### src/rtl/lc3b_macros.svh
`ifndef LC3B_MACROS_SVH
`define LC3B_MACROS_SVH

// datapath and register file sizes
`define LC3B_WORD_W 16
`define LC3B_REG_W 3
`define LC3B_NUM_REGS 8

// first fetch address after reset
`define LC3B_RESET_PC 16'h0000

// opcode field inside the instruction word
`define LC3B_OPCODE_MSB 15
`define LC3B_OPCODE_LSB 12

`endif
### src/rtl/lc3b_pkg.sv
`include "lc3b_macros.svh"

package lc3b_pkg;

    typedef logic [`LC3B_WORD_W-1:0] lc3b_word;
    typedef logic [`LC3B_REG_W-1:0] lc3b_reg;
    typedef logic [2:0] lc3b_nzp;

    typedef enum logic [3:0] {
        op_br  = 4'b0000,
        op_add = 4'b0001,
        op_and = 4'b0101,
        op_ldr = 4'b0110,
        op_str = 4'b0111,
        op_not = 4'b1001,
        op_lea = 4'b1110
    } lc3b_opcode_e;

    typedef enum logic [1:0] {alu_add, alu_and, alu_not, alu_pass} alu_op_e;

    typedef enum logic [1:0] {fwd_reg, fwd_mem, fwd_wb} fwd_sel_e;

    typedef struct packed {
        lc3b_opcode_e opcode;
        alu_op_e      aluop;
        logic         imm_enable;
        logic         load_regfile;
        logic         mem_read;
        logic         mem_write;
        logic         is_nop;
        lc3b_reg      dest;
        lc3b_reg      sr1;
        lc3b_reg      sr2;          // store source for STR
        lc3b_nzp      nzp_mask;
    } ctrl_word_t;

    typedef struct packed {
        ctrl_word_t ctrl;
        lc3b_word   pc_plus2;
        lc3b_word   src_a;
        lc3b_word   src_b;          // register or sext imm5
        lc3b_word   store_data;
        lc3b_word   offset;         // already shifted left by one
    } id_ex_t;

    typedef struct packed {
        ctrl_word_t ctrl;
        lc3b_word   result;
        lc3b_word   address;
        lc3b_word   store_data;
        lc3b_word   branch_target;  // also the LEA value
    } ex_mem_t;

    typedef struct packed {
        logic     load_regfile;
        lc3b_reg  dest;
        lc3b_word value;
    } mem_wb_t;

    typedef struct packed {
        logic     read;
        logic     write;
        lc3b_word address;
        lc3b_word wdata;
    } mem_req_t;

    // bubble entry for the pipeline registers
    function automatic ctrl_word_t nop_ctrl();
        ctrl_word_t c;
        c = '0;
        c.is_nop = 1'b1;
        return c;
    endfunction

endpackage

### src/rtl/lc3b_pipeline.sv
`timescale 1ns/100ps

module lc3b_pipeline (
    input  logic               clk,
    input  logic               rst_n,
    input  lc3b_pkg::lc3b_word mem_rdata,
    input  logic               mem_resp,
    output logic               mem_read,
    output logic               mem_write,
    output lc3b_pkg::lc3b_word mem_address,
    output lc3b_pkg::lc3b_word mem_wdata
);

    lc3b_pkg::mem_req_t   fetch_req;
    lc3b_pkg::mem_req_t   data_req;
    lc3b_pkg::lc3b_word   fetch_word;
    lc3b_pkg::lc3b_word   data_rdata;
    logic                 advance;
    logic                 stall;
    logic                 redirect;
    lc3b_pkg::lc3b_word   branch_target;
    lc3b_pkg::lc3b_word   ir;
    lc3b_pkg::lc3b_word   pc_plus2;
    lc3b_pkg::ctrl_word_t id_ctrl;
    lc3b_pkg::ctrl_word_t ex_ctrl;
    lc3b_pkg::ctrl_word_t mem_ctrl;
    lc3b_pkg::id_ex_t     id_ex;
    lc3b_pkg::ex_mem_t    ex_mem;
    lc3b_pkg::mem_wb_t    mem_wb;
    lc3b_pkg::lc3b_word   mem_result;
    lc3b_pkg::fwd_sel_e   fwd_sel_a;
    lc3b_pkg::fwd_sel_e   fwd_sel_b;
    lc3b_pkg::fwd_sel_e   fwd_sel_st;

    mem_arbiter mem_arbiter_i (
        .clk, .rst_n, .fetch_req, .data_req, .mem_rdata, .mem_resp,
        .mem_read, .mem_write, .mem_address, .mem_wdata,
        .fetch_word, .data_rdata, .advance
    );

    fetch_unit fetch_unit_i (
        .clk, .rst_n, .advance, .stall, .redirect, .branch_target,
        .fetch_word, .fetch_req, .ir, .pc_plus2
    );

    decode_stage decode_stage_i (
        .clk, .rst_n, .advance, .stall, .redirect, .ir, .pc_plus2,
        .mem_wb, .id_ctrl, .id_ex
    );

    hazard_unit hazard_unit_i (
        .id_ctrl, .ex_ctrl, .mem_ctrl, .mem_wb,
        .fwd_sel_a, .fwd_sel_b, .fwd_sel_st, .stall
    );

    exec_stage exec_stage_i (
        .clk, .rst_n, .advance, .redirect, .id_ex,
        .fwd_sel_a, .fwd_sel_b, .fwd_sel_st,
        .mem_result,
        .wb_value (mem_wb.value),   // value in the writeback register
        .ex_ctrl, .ex_mem
    );

    memory_stage memory_stage_i (
        .clk, .rst_n, .advance, .ex_mem, .data_rdata, .data_req,
        .mem_ctrl, .mem_result, .redirect, .branch_target, .mem_wb
    );

endmodule

### src/rtl/memory_stage.sv
`timescale 1ns/100ps

module memory_stage (
    input  logic                 clk,
    input  logic                 rst_n,
    input  logic                 advance,
    input  lc3b_pkg::ex_mem_t    ex_mem,
    input  lc3b_pkg::lc3b_word   data_rdata,
    output lc3b_pkg::mem_req_t   data_req,
    output lc3b_pkg::ctrl_word_t mem_ctrl,
    output lc3b_pkg::lc3b_word   mem_result,
    output logic                 redirect,
    output lc3b_pkg::lc3b_word   branch_target,
    output lc3b_pkg::mem_wb_t    mem_wb
);
    import lc3b_pkg::*;

    lc3b_nzp  cc;
    lc3b_nzp  cc_next;
    lc3b_word wr_value;

    assign mem_ctrl = ex_mem.ctrl;

    always_comb
    begin
        data_req.read    = ex_mem.ctrl.mem_read;
        data_req.write   = ex_mem.ctrl.mem_write;
        data_req.address = ex_mem.address;
        data_req.wdata   = ex_mem.store_data;
    end

    // value known before the access for forwarding
    assign mem_result = (ex_mem.ctrl.opcode == op_lea) ? ex_mem.branch_target : ex_mem.result;
    assign wr_value   = ex_mem.ctrl.mem_read ? data_rdata : mem_result;

    always_comb
    begin
        if (wr_value[15])
            cc_next = 3'b100;
        else if (wr_value == '0)
            cc_next = 3'b010;
        else
            cc_next = 3'b001;
    end

    assign branch_target = ex_mem.branch_target;
    assign redirect      = !ex_mem.ctrl.is_nop && ex_mem.ctrl.opcode == op_br &&
                           |(cc & ex_mem.ctrl.nzp_mask);

    always_ff @(posedge clk or negedge rst_n)
    begin
        if (!rst_n)
        begin
            cc     <= 3'b010;
            mem_wb <= '0;
        end
        else if (advance)
        begin
            if (ex_mem.ctrl.load_regfile)
                cc <= cc_next;
            mem_wb.load_regfile <= ex_mem.ctrl.load_regfile;
            mem_wb.dest         <= ex_mem.ctrl.dest;
            mem_wb.value        <= wr_value;
        end
    end

endmodule

### src/rtl/exec_stage.sv
`timescale 1ns/100ps

module exec_stage (
    input  logic                 clk,
    input  logic                 rst_n,
    input  logic                 advance,
    input  logic                 redirect,
    input  lc3b_pkg::id_ex_t     id_ex,
    input  lc3b_pkg::fwd_sel_e   fwd_sel_a,
    input  lc3b_pkg::fwd_sel_e   fwd_sel_b,
    input  lc3b_pkg::fwd_sel_e   fwd_sel_st,
    input  lc3b_pkg::lc3b_word   mem_result,
    input  lc3b_pkg::lc3b_word   wb_value,
    output lc3b_pkg::ctrl_word_t ex_ctrl,
    output lc3b_pkg::ex_mem_t    ex_mem
);
    import lc3b_pkg::*;

    lc3b_word op_a;
    lc3b_word op_b;
    lc3b_word op_st;
    lc3b_word alu_out;

    function automatic lc3b_word fwd_mux(input fwd_sel_e sel, input lc3b_word reg_val,
                                         input lc3b_word mem_val, input lc3b_word wb_val);
        case (sel)
            fwd_mem: return mem_val;
            fwd_wb:  return wb_val;
            default: return reg_val;
        endcase
    endfunction

    assign ex_ctrl = id_ex.ctrl;
    assign op_a    = fwd_mux(fwd_sel_a, id_ex.src_a, mem_result, wb_value);
    assign op_b    = fwd_mux(fwd_sel_b, id_ex.src_b, mem_result, wb_value);
    assign op_st   = fwd_mux(fwd_sel_st, id_ex.store_data, mem_result, wb_value);

    always_comb
    begin
        case (id_ex.ctrl.aluop)
            alu_add: alu_out = op_a + op_b;
            alu_and: alu_out = op_a & op_b;
            alu_not: alu_out = ~op_a;
            default: alu_out = op_a;
        endcase
    end

    always_ff @(posedge clk or negedge rst_n)
    begin
        if (!rst_n)
            ex_mem <= '{ctrl: nop_ctrl(), default: '0};
        else if (advance)
        begin
            ex_mem.ctrl          <= redirect ? nop_ctrl() : id_ex.ctrl;
            ex_mem.result        <= alu_out;
            ex_mem.address       <= op_a + id_ex.offset;       // base + offset6
            ex_mem.store_data    <= op_st;
            ex_mem.branch_target <= id_ex.pc_plus2 + id_ex.offset;
        end
    end

endmodule

### src/rtl/hazard_unit.sv
`timescale 1ns/100ps

module hazard_unit (
    input  lc3b_pkg::ctrl_word_t id_ctrl,
    input  lc3b_pkg::ctrl_word_t ex_ctrl,
    input  lc3b_pkg::ctrl_word_t mem_ctrl,
    input  lc3b_pkg::mem_wb_t    mem_wb,
    output lc3b_pkg::fwd_sel_e   fwd_sel_a,
    output lc3b_pkg::fwd_sel_e   fwd_sel_b,
    output lc3b_pkg::fwd_sel_e   fwd_sel_st,
    output logic                 stall
);
    import lc3b_pkg::*;

    function automatic logic reads_sr1(input ctrl_word_t c);
        return !c.is_nop && (c.opcode inside {op_add, op_and, op_not, op_ldr, op_str});
    endfunction

    function automatic logic reads_sr2(input ctrl_word_t c);
        return ((c.opcode inside {op_add, op_and}) && !c.imm_enable) || c.mem_write;
    endfunction

    // the younger memory stage wins unless it holds a load
    function automatic fwd_sel_e pick(input lc3b_reg src, input ctrl_word_t mc,
                                      input mem_wb_t wb);
        if (mc.load_regfile && !mc.mem_read && mc.dest == src)
            return fwd_mem;
        if (wb.load_regfile && wb.dest == src)
            return fwd_wb;
        return fwd_reg;
    endfunction

    always_comb
    begin
        fwd_sel_a  = pick(ex_ctrl.sr1, mem_ctrl, mem_wb);
        fwd_sel_b  = fwd_reg;
        fwd_sel_st = fwd_reg;
        if (reads_sr2(ex_ctrl) && !ex_ctrl.mem_write)
            fwd_sel_b = pick(ex_ctrl.sr2, mem_ctrl, mem_wb);
        if (ex_ctrl.mem_write)
            fwd_sel_st = pick(ex_ctrl.sr2, mem_ctrl, mem_wb);

        // load in execute feeding the instruction in decode
        stall = ex_ctrl.mem_read &&
                ((reads_sr1(id_ctrl) && ex_ctrl.dest == id_ctrl.sr1) ||
                 (reads_sr2(id_ctrl) && ex_ctrl.dest == id_ctrl.sr2));
    end

endmodule

### src/rtl/decode_stage.sv
`timescale 1ns/100ps
`include "lc3b_macros.svh"

module decode_stage (
    input  logic                 clk,
    input  logic                 rst_n,
    input  logic                 advance,
    input  logic                 stall,
    input  logic                 redirect,
    input  lc3b_pkg::lc3b_word   ir,
    input  lc3b_pkg::lc3b_word   pc_plus2,
    input  lc3b_pkg::mem_wb_t    mem_wb,
    output lc3b_pkg::ctrl_word_t id_ctrl,
    output lc3b_pkg::id_ex_t     id_ex
);
    import lc3b_pkg::*;

    lc3b_word regs [`LC3B_NUM_REGS];
    lc3b_word rf_a;
    lc3b_word rf_b;
    lc3b_word imm5;
    lc3b_word offset;

    always_comb
    begin
        id_ctrl            = '0;
        id_ctrl.opcode     = lc3b_opcode_e'(ir[`LC3B_OPCODE_MSB:`LC3B_OPCODE_LSB]);
        id_ctrl.aluop      = alu_pass;
        id_ctrl.dest       = ir[11:9];
        id_ctrl.sr1        = ir[8:6];
        id_ctrl.sr2        = ir[2:0];
        id_ctrl.nzp_mask   = ir[11:9];
        id_ctrl.imm_enable = ir[5];
        case (id_ctrl.opcode)
            op_add, op_and:
            begin
                id_ctrl.aluop        = (id_ctrl.opcode == op_add) ? alu_add : alu_and;
                id_ctrl.load_regfile = 1'b1;
            end
            op_not:
            begin
                id_ctrl.aluop        = alu_not;
                id_ctrl.imm_enable   = 1'b0;
                id_ctrl.load_regfile = 1'b1;
            end
            op_ldr:
            begin
                id_ctrl.imm_enable   = 1'b0;
                id_ctrl.mem_read     = 1'b1;
                id_ctrl.load_regfile = 1'b1;
            end
            op_str:
            begin
                id_ctrl.imm_enable = 1'b0;
                id_ctrl.mem_write  = 1'b1;
                id_ctrl.sr2        = ir[11:9];
            end
            op_lea:  id_ctrl.load_regfile = 1'b1;
            op_br:   id_ctrl.imm_enable = 1'b0;
            default: id_ctrl = nop_ctrl();      // dropped opcodes
        endcase
        if (ir == '0)
            id_ctrl = nop_ctrl();
    end

    // the write in this step is seen by the read
    assign rf_a = (mem_wb.load_regfile && mem_wb.dest == id_ctrl.sr1) ?
                  mem_wb.value : regs[id_ctrl.sr1];
    assign rf_b = (mem_wb.load_regfile && mem_wb.dest == id_ctrl.sr2) ?
                  mem_wb.value : regs[id_ctrl.sr2];

    assign imm5   = {{11{ir[4]}}, ir[4:0]};
    assign offset = (id_ctrl.mem_read || id_ctrl.mem_write) ?
                    {{9{ir[5]}}, ir[5:0], 1'b0} :       // offset6
                    {{6{ir[8]}}, ir[8:0], 1'b0};        // offset9

    always_ff @(posedge clk)
    begin
        if (advance && mem_wb.load_regfile)
            regs[mem_wb.dest] <= mem_wb.value;
    end

    always_ff @(posedge clk or negedge rst_n)
    begin
        if (!rst_n)
            id_ex <= '{ctrl: nop_ctrl(), default: '0};
        else if (advance)
        begin
            id_ex.ctrl       <= (stall || redirect) ? nop_ctrl() : id_ctrl;
            id_ex.pc_plus2   <= pc_plus2;
            id_ex.src_a      <= rf_a;
            id_ex.src_b      <= id_ctrl.imm_enable ? imm5 : rf_b;
            id_ex.store_data <= rf_b;
            id_ex.offset     <= offset;
        end
    end

endmodule

### src/rtl/fetch_unit.sv
`timescale 1ns/100ps
`include "lc3b_macros.svh"

module fetch_unit (
    input  logic               clk,
    input  logic               rst_n,
    input  logic               advance,
    input  logic               stall,
    input  logic               redirect,
    input  lc3b_pkg::lc3b_word branch_target,
    input  lc3b_pkg::lc3b_word fetch_word,
    output lc3b_pkg::mem_req_t fetch_req,
    output lc3b_pkg::lc3b_word ir,
    output lc3b_pkg::lc3b_word pc_plus2
);
    import lc3b_pkg::*;

    lc3b_word pc;
    lc3b_word pc_next;

    assign pc_next = pc + lc3b_word'(2);

    // read at the PC in every step
    always_comb
    begin
        fetch_req         = '0;
        fetch_req.read    = 1'b1;
        fetch_req.address = pc;
    end

    always_ff @(posedge clk or negedge rst_n)
    begin
        if (!rst_n)
        begin
            pc       <= `LC3B_RESET_PC;
            pc_plus2 <= `LC3B_RESET_PC;
            ir       <= '0;
        end
        else if (advance)
        begin
            if (redirect)
            begin
                pc <= branch_target;
                ir <= '0;               // squash the word fetched this step
            end
            else if (!stall)
            begin
                pc       <= pc_next;
                pc_plus2 <= pc_next;
                ir       <= fetch_word;
            end
        end
    end

endmodule

### src/rtl/mem_arbiter.sv
`timescale 1ns/100ps

module mem_arbiter (
    input  logic               clk,
    input  logic               rst_n,
    input  lc3b_pkg::mem_req_t fetch_req,
    input  lc3b_pkg::mem_req_t data_req,
    input  lc3b_pkg::lc3b_word mem_rdata,
    input  logic               mem_resp,
    output logic               mem_read,
    output logic               mem_write,
    output lc3b_pkg::lc3b_word mem_address,
    output lc3b_pkg::lc3b_word mem_wdata,
    output lc3b_pkg::lc3b_word fetch_word,
    output lc3b_pkg::lc3b_word data_rdata,
    output logic               advance
);
    import lc3b_pkg::*;

    typedef enum logic [1:0] {st_idle, st_data, st_fetch} arb_state_e;

    arb_state_e state;
    logic       data_done;
    logic       fetch_done;
    mem_req_t   port;

    // data goes first and the port idles when the step is done
    always_comb
    begin
        if ((data_req.read || data_req.write) && !data_done)
            state = st_data;
        else if (fetch_req.read && !fetch_done)
            state = st_fetch;
        else
            state = st_idle;
    end

    always_comb
    begin
        case (state)
            st_data:  port = data_req;
            st_fetch: port = fetch_req;
            default:  port = '0;
        endcase
    end

    assign mem_read    = port.read;
    assign mem_write   = port.write;
    assign mem_address = port.address;
    assign mem_wdata   = port.wdata;
    assign advance     = (state == st_idle);    // lasts one cycle as the flags clear

    always_ff @(posedge clk or negedge rst_n)
    begin
        if (!rst_n)
        begin
            data_done  <= 1'b0;
            fetch_done <= 1'b0;
        end
        else if (advance)
        begin
            data_done  <= 1'b0;
            fetch_done <= 1'b0;
        end
        else if (mem_resp)
        begin
            if (state == st_data)
                data_done <= 1'b1;
            if (state == st_fetch)
                fetch_done <= 1'b1;
        end
    end

    always_ff @(posedge clk)
    begin
        if (mem_resp && state == st_data)
            data_rdata <= mem_rdata;
        if (mem_resp && state == st_fetch)
            fetch_word <= mem_rdata;
    end

endmodule

### config.mk
export PLATFORM = sky130hd
export DESIGN_NAME = lc3b_pipeline
export DESIGN_NICKNAME = d
export VERILOG_FILES = /design/src/rtl/lc3b_pkg.sv /design/src/rtl/lc3b_pipeline.sv /design/src/rtl/memory_stage.sv /design/src/rtl/exec_stage.sv /design/src/rtl/hazard_unit.sv /design/src/rtl/decode_stage.sv /design/src/rtl/fetch_unit.sv /design/src/rtl/mem_arbiter.sv
export VERILOG_INCLUDE_DIRS = /design/src /design/src/rtl
export SDC_FILE = /design/constraint.sdc
export NUM_CORES = 1
export LEC_CHECK = 0
export BUFFER_PORTS_ARGS = -buffer_cell sky130_fd_sc_hd__buf_4
export CORE_MARGIN = 2
export CORE_UTILIZATION = 51
export CTS_CLUSTER_SIZE = 12
export DETAILED_ROUTE_END_ITERATION = 10
export GPL_TIMING_DRIVEN = 0
export PLACE_DENSITY = 0.74
export REMOVE_ABC_BUFFERS = 1
export SLEW_MARGIN = 10
export SYNTH_ARGS = -nofsm -noshare
export SYNTH_HDL_FRONTEND = slang
export SYNTH_SLANG_ARGS = --single-unit
### constraint.sdc
create_clock -name clk -period 6 [get_ports clk]
set_clock_uncertainty 0.15 [all_clocks]
set_input_delay 1.2 -clock clk [delete_from_list [all_inputs] [get_ports clk]]
set_output_delay 1.2 -clock clk [all_outputs]
set_load 0.02 [all_outputs]
==> results.toml <==
[setup_path]
critPathLaunchType = "flip-flop"
end_kind = "flip-flop"
reg2reg_from = "memory_stage_i.mem_wb[16]"
critPathArrivalTime_ns = 5.93
required_ns = 6.30
path_cells = "xnor2_1 > nand4_1 > mux2_2 > nand2_1 > o21ai_0 > ha_1 > fa_1 > a211oi_1 > o21bai_1 > a31oi_1 > o21ai_0 > a21o_1 > a21oi_1 > xnor2_1 > o21ai_0"
reg2reg_depth = 15
r2r_end = "exec_stage_i.ex_mem[47]"
path_common_cell = "o21ai_0"
cp.buffers_inverters = 0
critPathSlowestCell = "nand4_1"
r2r_slack_ns = 0.37
worstPathMaxFanout = 16
worstSetupPathType = "flip-flop to flip-flop"
crit_family = "compound AO/OA/AOI/OAI gates"
critPathMaxStageDelay_ns = 0.86

[min_path]
hp-start = "fetch_unit_i.pc_plus2[0]"
worstHoldPathCells = 2
holdPathEnd = "decode_stage_i.id_ex[64]"
hp-class = "flip-flop to flip-flop"

[global_routing]
grt_first_pass_wirelength_um = 91400
globalRouteOverflowTotal = 0
antenna_found_initial = 0
grt_pass1_vias = 16400
grt_max_degree = 104
track_usage_pct = 26.7

[die]
io_pins = 53
die_y_um = 208
start_util_pct = 51.9
die_area_um2 = 43300
fp-row-count = 74
die_w_um = 208
core_area_um2 = 40900

[logic_synthesis]
synth_xor_area_share_pct = 3.51
synth.distinct_cells = 81
netlist_area_um2 = 21200
synth_top_family_by_area = "compound AO/OA/AOI/OAI gates"
synth.area.top_cells = "dfrtp_1 28%, edfxtp_1 23%, nand2_1 6.8%"
synth_top_area_cell = "dfrtp_1"
synth_edf_count = 160
synthCells = 2108
synth_seq_cells = 401
synth_top_area_share_pct = 28.1
muxShareOfSynthArea_pct = 7.25
syn_avg_cell_area_um2 = 10.1
synth_adder_area_share_pct = 2.93
ys.flop_type = "dfrtp_1"
synth_common_cells = "384 x nand2_1, 238 x dfrtp_1, 218 x o21ai_0"
ys_warn_count = 0
yosysMostFrequentCell = "nand2_1"
synth-compound-area-share_pct = 16.7
ys_async_sr_fraction_pct = 60.1
synthSimpleGateAreaFrac_pct = 15.2
seq_area_frac_synth_pct = 51.1

[place]
gp_congestion = 0.909
pre_cts_ws_ns = 0.0799
dp_hpwl_um = 40700
dp.cells = 2594
port_buffers = 52
dpl_cell_area_um2 = 22600

[timing]
worst_pin_slew_ns = 1.17
finalHoldViolCount = 0
max_slew_margin_pct = 22.3
rsz0062_at_grt = "no"
setup_viol = 0
layout_worst_path_cycle_share_pct = 93.9
fin_tns_setup_ns = 0
timing.hold.ws_ns = 0.306
slew_viol_final = 0
min_period_ns = 5.63
finalWorstSetupSlack_ns = 0.368
max_freq_mhz = 178

[clocking]
cts_tree = "built"
htreeDepth = 2
clk_pin_slew_ns = 0.06
cts-root-buf = "clkbuf_16"
hold_buffers = 0
cts_buffers = 44
cts_buffer_depth = 3
cts.sink_count = 401
clk_latency_ns = 0.58

[route]
initialDrtViolationCount = 1592
routedWlPerCell_um = 21.6
vias = 16800
postRouteAntennaNets = 0
remaining_drc_errors = 0
vias_per_cell = 6.27
drt_wl_total_um = 57700
drt_pre_antenna_iters = 5

[finish]
num_antenna_cells = 0
drive_above_1_share_pct = 12.5
fin_cells = 2678
fin_area_um2 = 24000
fin_util_pct = 58.7
finalNetCount = 2180
nFillCells = 3359
area_growth_pct = 13.2

[run]
drv_cap = 0

[power_and_ir_drop]
p_total_mw = 15.8
irDropWorstVdd_mv = 0.317
pwr_density_cell_nw_per_um2 = 658
p_leak_nw = 9.90

[outcome]
status = "finished, final reports clean"
[layer usage]
metal  global-route usage (%)  up-vias  wire (um)  share of wire [%]
met3                     4.82      149       4420                7.7
met2                     42.6      695      27200                 47
li1                         -     7686          -                  -
met4                     11.1        0       2190                3.8
met5                        0        -          0                  0
met1                     36.0     8250      23900                 41
[worst register-to-register path, delay by kind of cell, from the launching register on]
| family | cells | cell delay [ns] |
|---|---|---|
| AO/OA/AOI/OAI | 8 | 1.91 |
| multiplexers | 1 | 0.61 |
| adder cells (fa/ha/maj) | 2 | 0.84 |
| AND/OR/NAND/NOR | 2 | 0.92 |
| XOR/XNOR | 2 | 0.32 |
| flip-flops | 1 | 0.76 |
[report_power, final]
group	total (mW)	switching, mW	internal, mW
registers	4.86	1.01	3.85
logic	8.40	4.94	3.46
clock network	2.56	1.09	1.47
total	15.8	7.04	8.78
[registers in the layout, summed over array words and instances (netlist names)]
signal and flops:
fetch_unit_i.pc_plus2 16, exec_stage_i.ex_mem 75, mem_arbiter_i.fetch_done 1, memory_stage_i.cc 3, memory_stage_i.mem_wb 20, decode_stage_i.regs 128
mem_arbiter_i.data_done 1, fetch_unit_i.pc 16, mem_arbiter_i.data_rdata 16, fetch_unit_i.ir 16, decode_stage_i.id_ex 93, mem_arbiter_i.fetch_word 16
[cells in the final DEF (no fill, tap or decap), types with 8 or more instances in the layout]
master	instances
a211oi_1	10
a21o_1	9
a21oi_1	84
a221o_1	16
a221oi_1	42
a22o_1	33
a311oi_1	16
a31oi_1	8
and2_1	25
and3_1	12
buf_12	9
buf_16	14
buf_4	69
clkbuf_1	9
clkbuf_16	46
clkinv_1	11
dfrtp_1	235
edfxtp_1	160
ha_1	45
inv_1	26
mux2_2	31
mux2i_1	65
mux4_2	24
nand2_1	384
nand2b_1	17
nand3_1	67
nand4_1	9
nor2_1	149
nor3_1	15
nor3_2	8
o211ai_1	8
o21ai_0	217
o21ai_1	15
o22ai_1	11
o311a_1	11
o31ai_1	11
xnor2_1	56
xor2_1	29
[worst max path at each step]
stage / from / to / slack (ns) / cells past startpoint
6_report: memory_stage_i.mem_wb[16] / exec_stage_i.ex_mem[47] / 0.37 / 15
5_1_grt: memory_stage_i.mem_wb[16] / exec_stage_i.ex_mem[44] / 0.0002 / 14
4_1_cts: exec_stage_i.ex_mem[78] / exec_stage_i.ex_mem[63] / 0.06 / 16
3_5_place_dp: exec_stage_i.ex_mem[78] / exec_stage_i.ex_mem[63] / 0.08 / 16
3_3_place_gp: exec_stage_i.ex_mem[78] / decode_stage_i.regs[0][10] / -18.79 / 3
2_1_floorplan: exec_stage_i.ex_mem[78] / decode_stage_i.id_ex[84] / -7.70 / 5
[cells by family after synthesis]
| kind of cell | count (synthesis) |
|---|---|
| compound gates | 547 |
| flops | 401 |
| xor+xnor | 85 |
| mux | 120 |
| buf+inv | 171 |
| fa+ha+maj | 48 |
| simple gates | 736 |
[cell type report]
cell class / instances / area, um^2 / area share, %
clock buffer: 61 / 1270 / 5.27
clock inverter: 18 / 90.1 / 0.375
inverter: 26 / 97.6 / 0.406
multi-input combinational: 1536 / 9860 / 41.0
sequential: 401 / 10800 / 45.1
tap: 532 / 666 / 2.77
timing repair buffer: 104 / 1220 / 5.07
[what timing repair did]
item                       in CTS  in global routing
setup endpoints to repair       0                  5
buffers inserted                0                  3
resized for setup               0                  2
No activity file was read; power rests on OpenSTA's default activity.
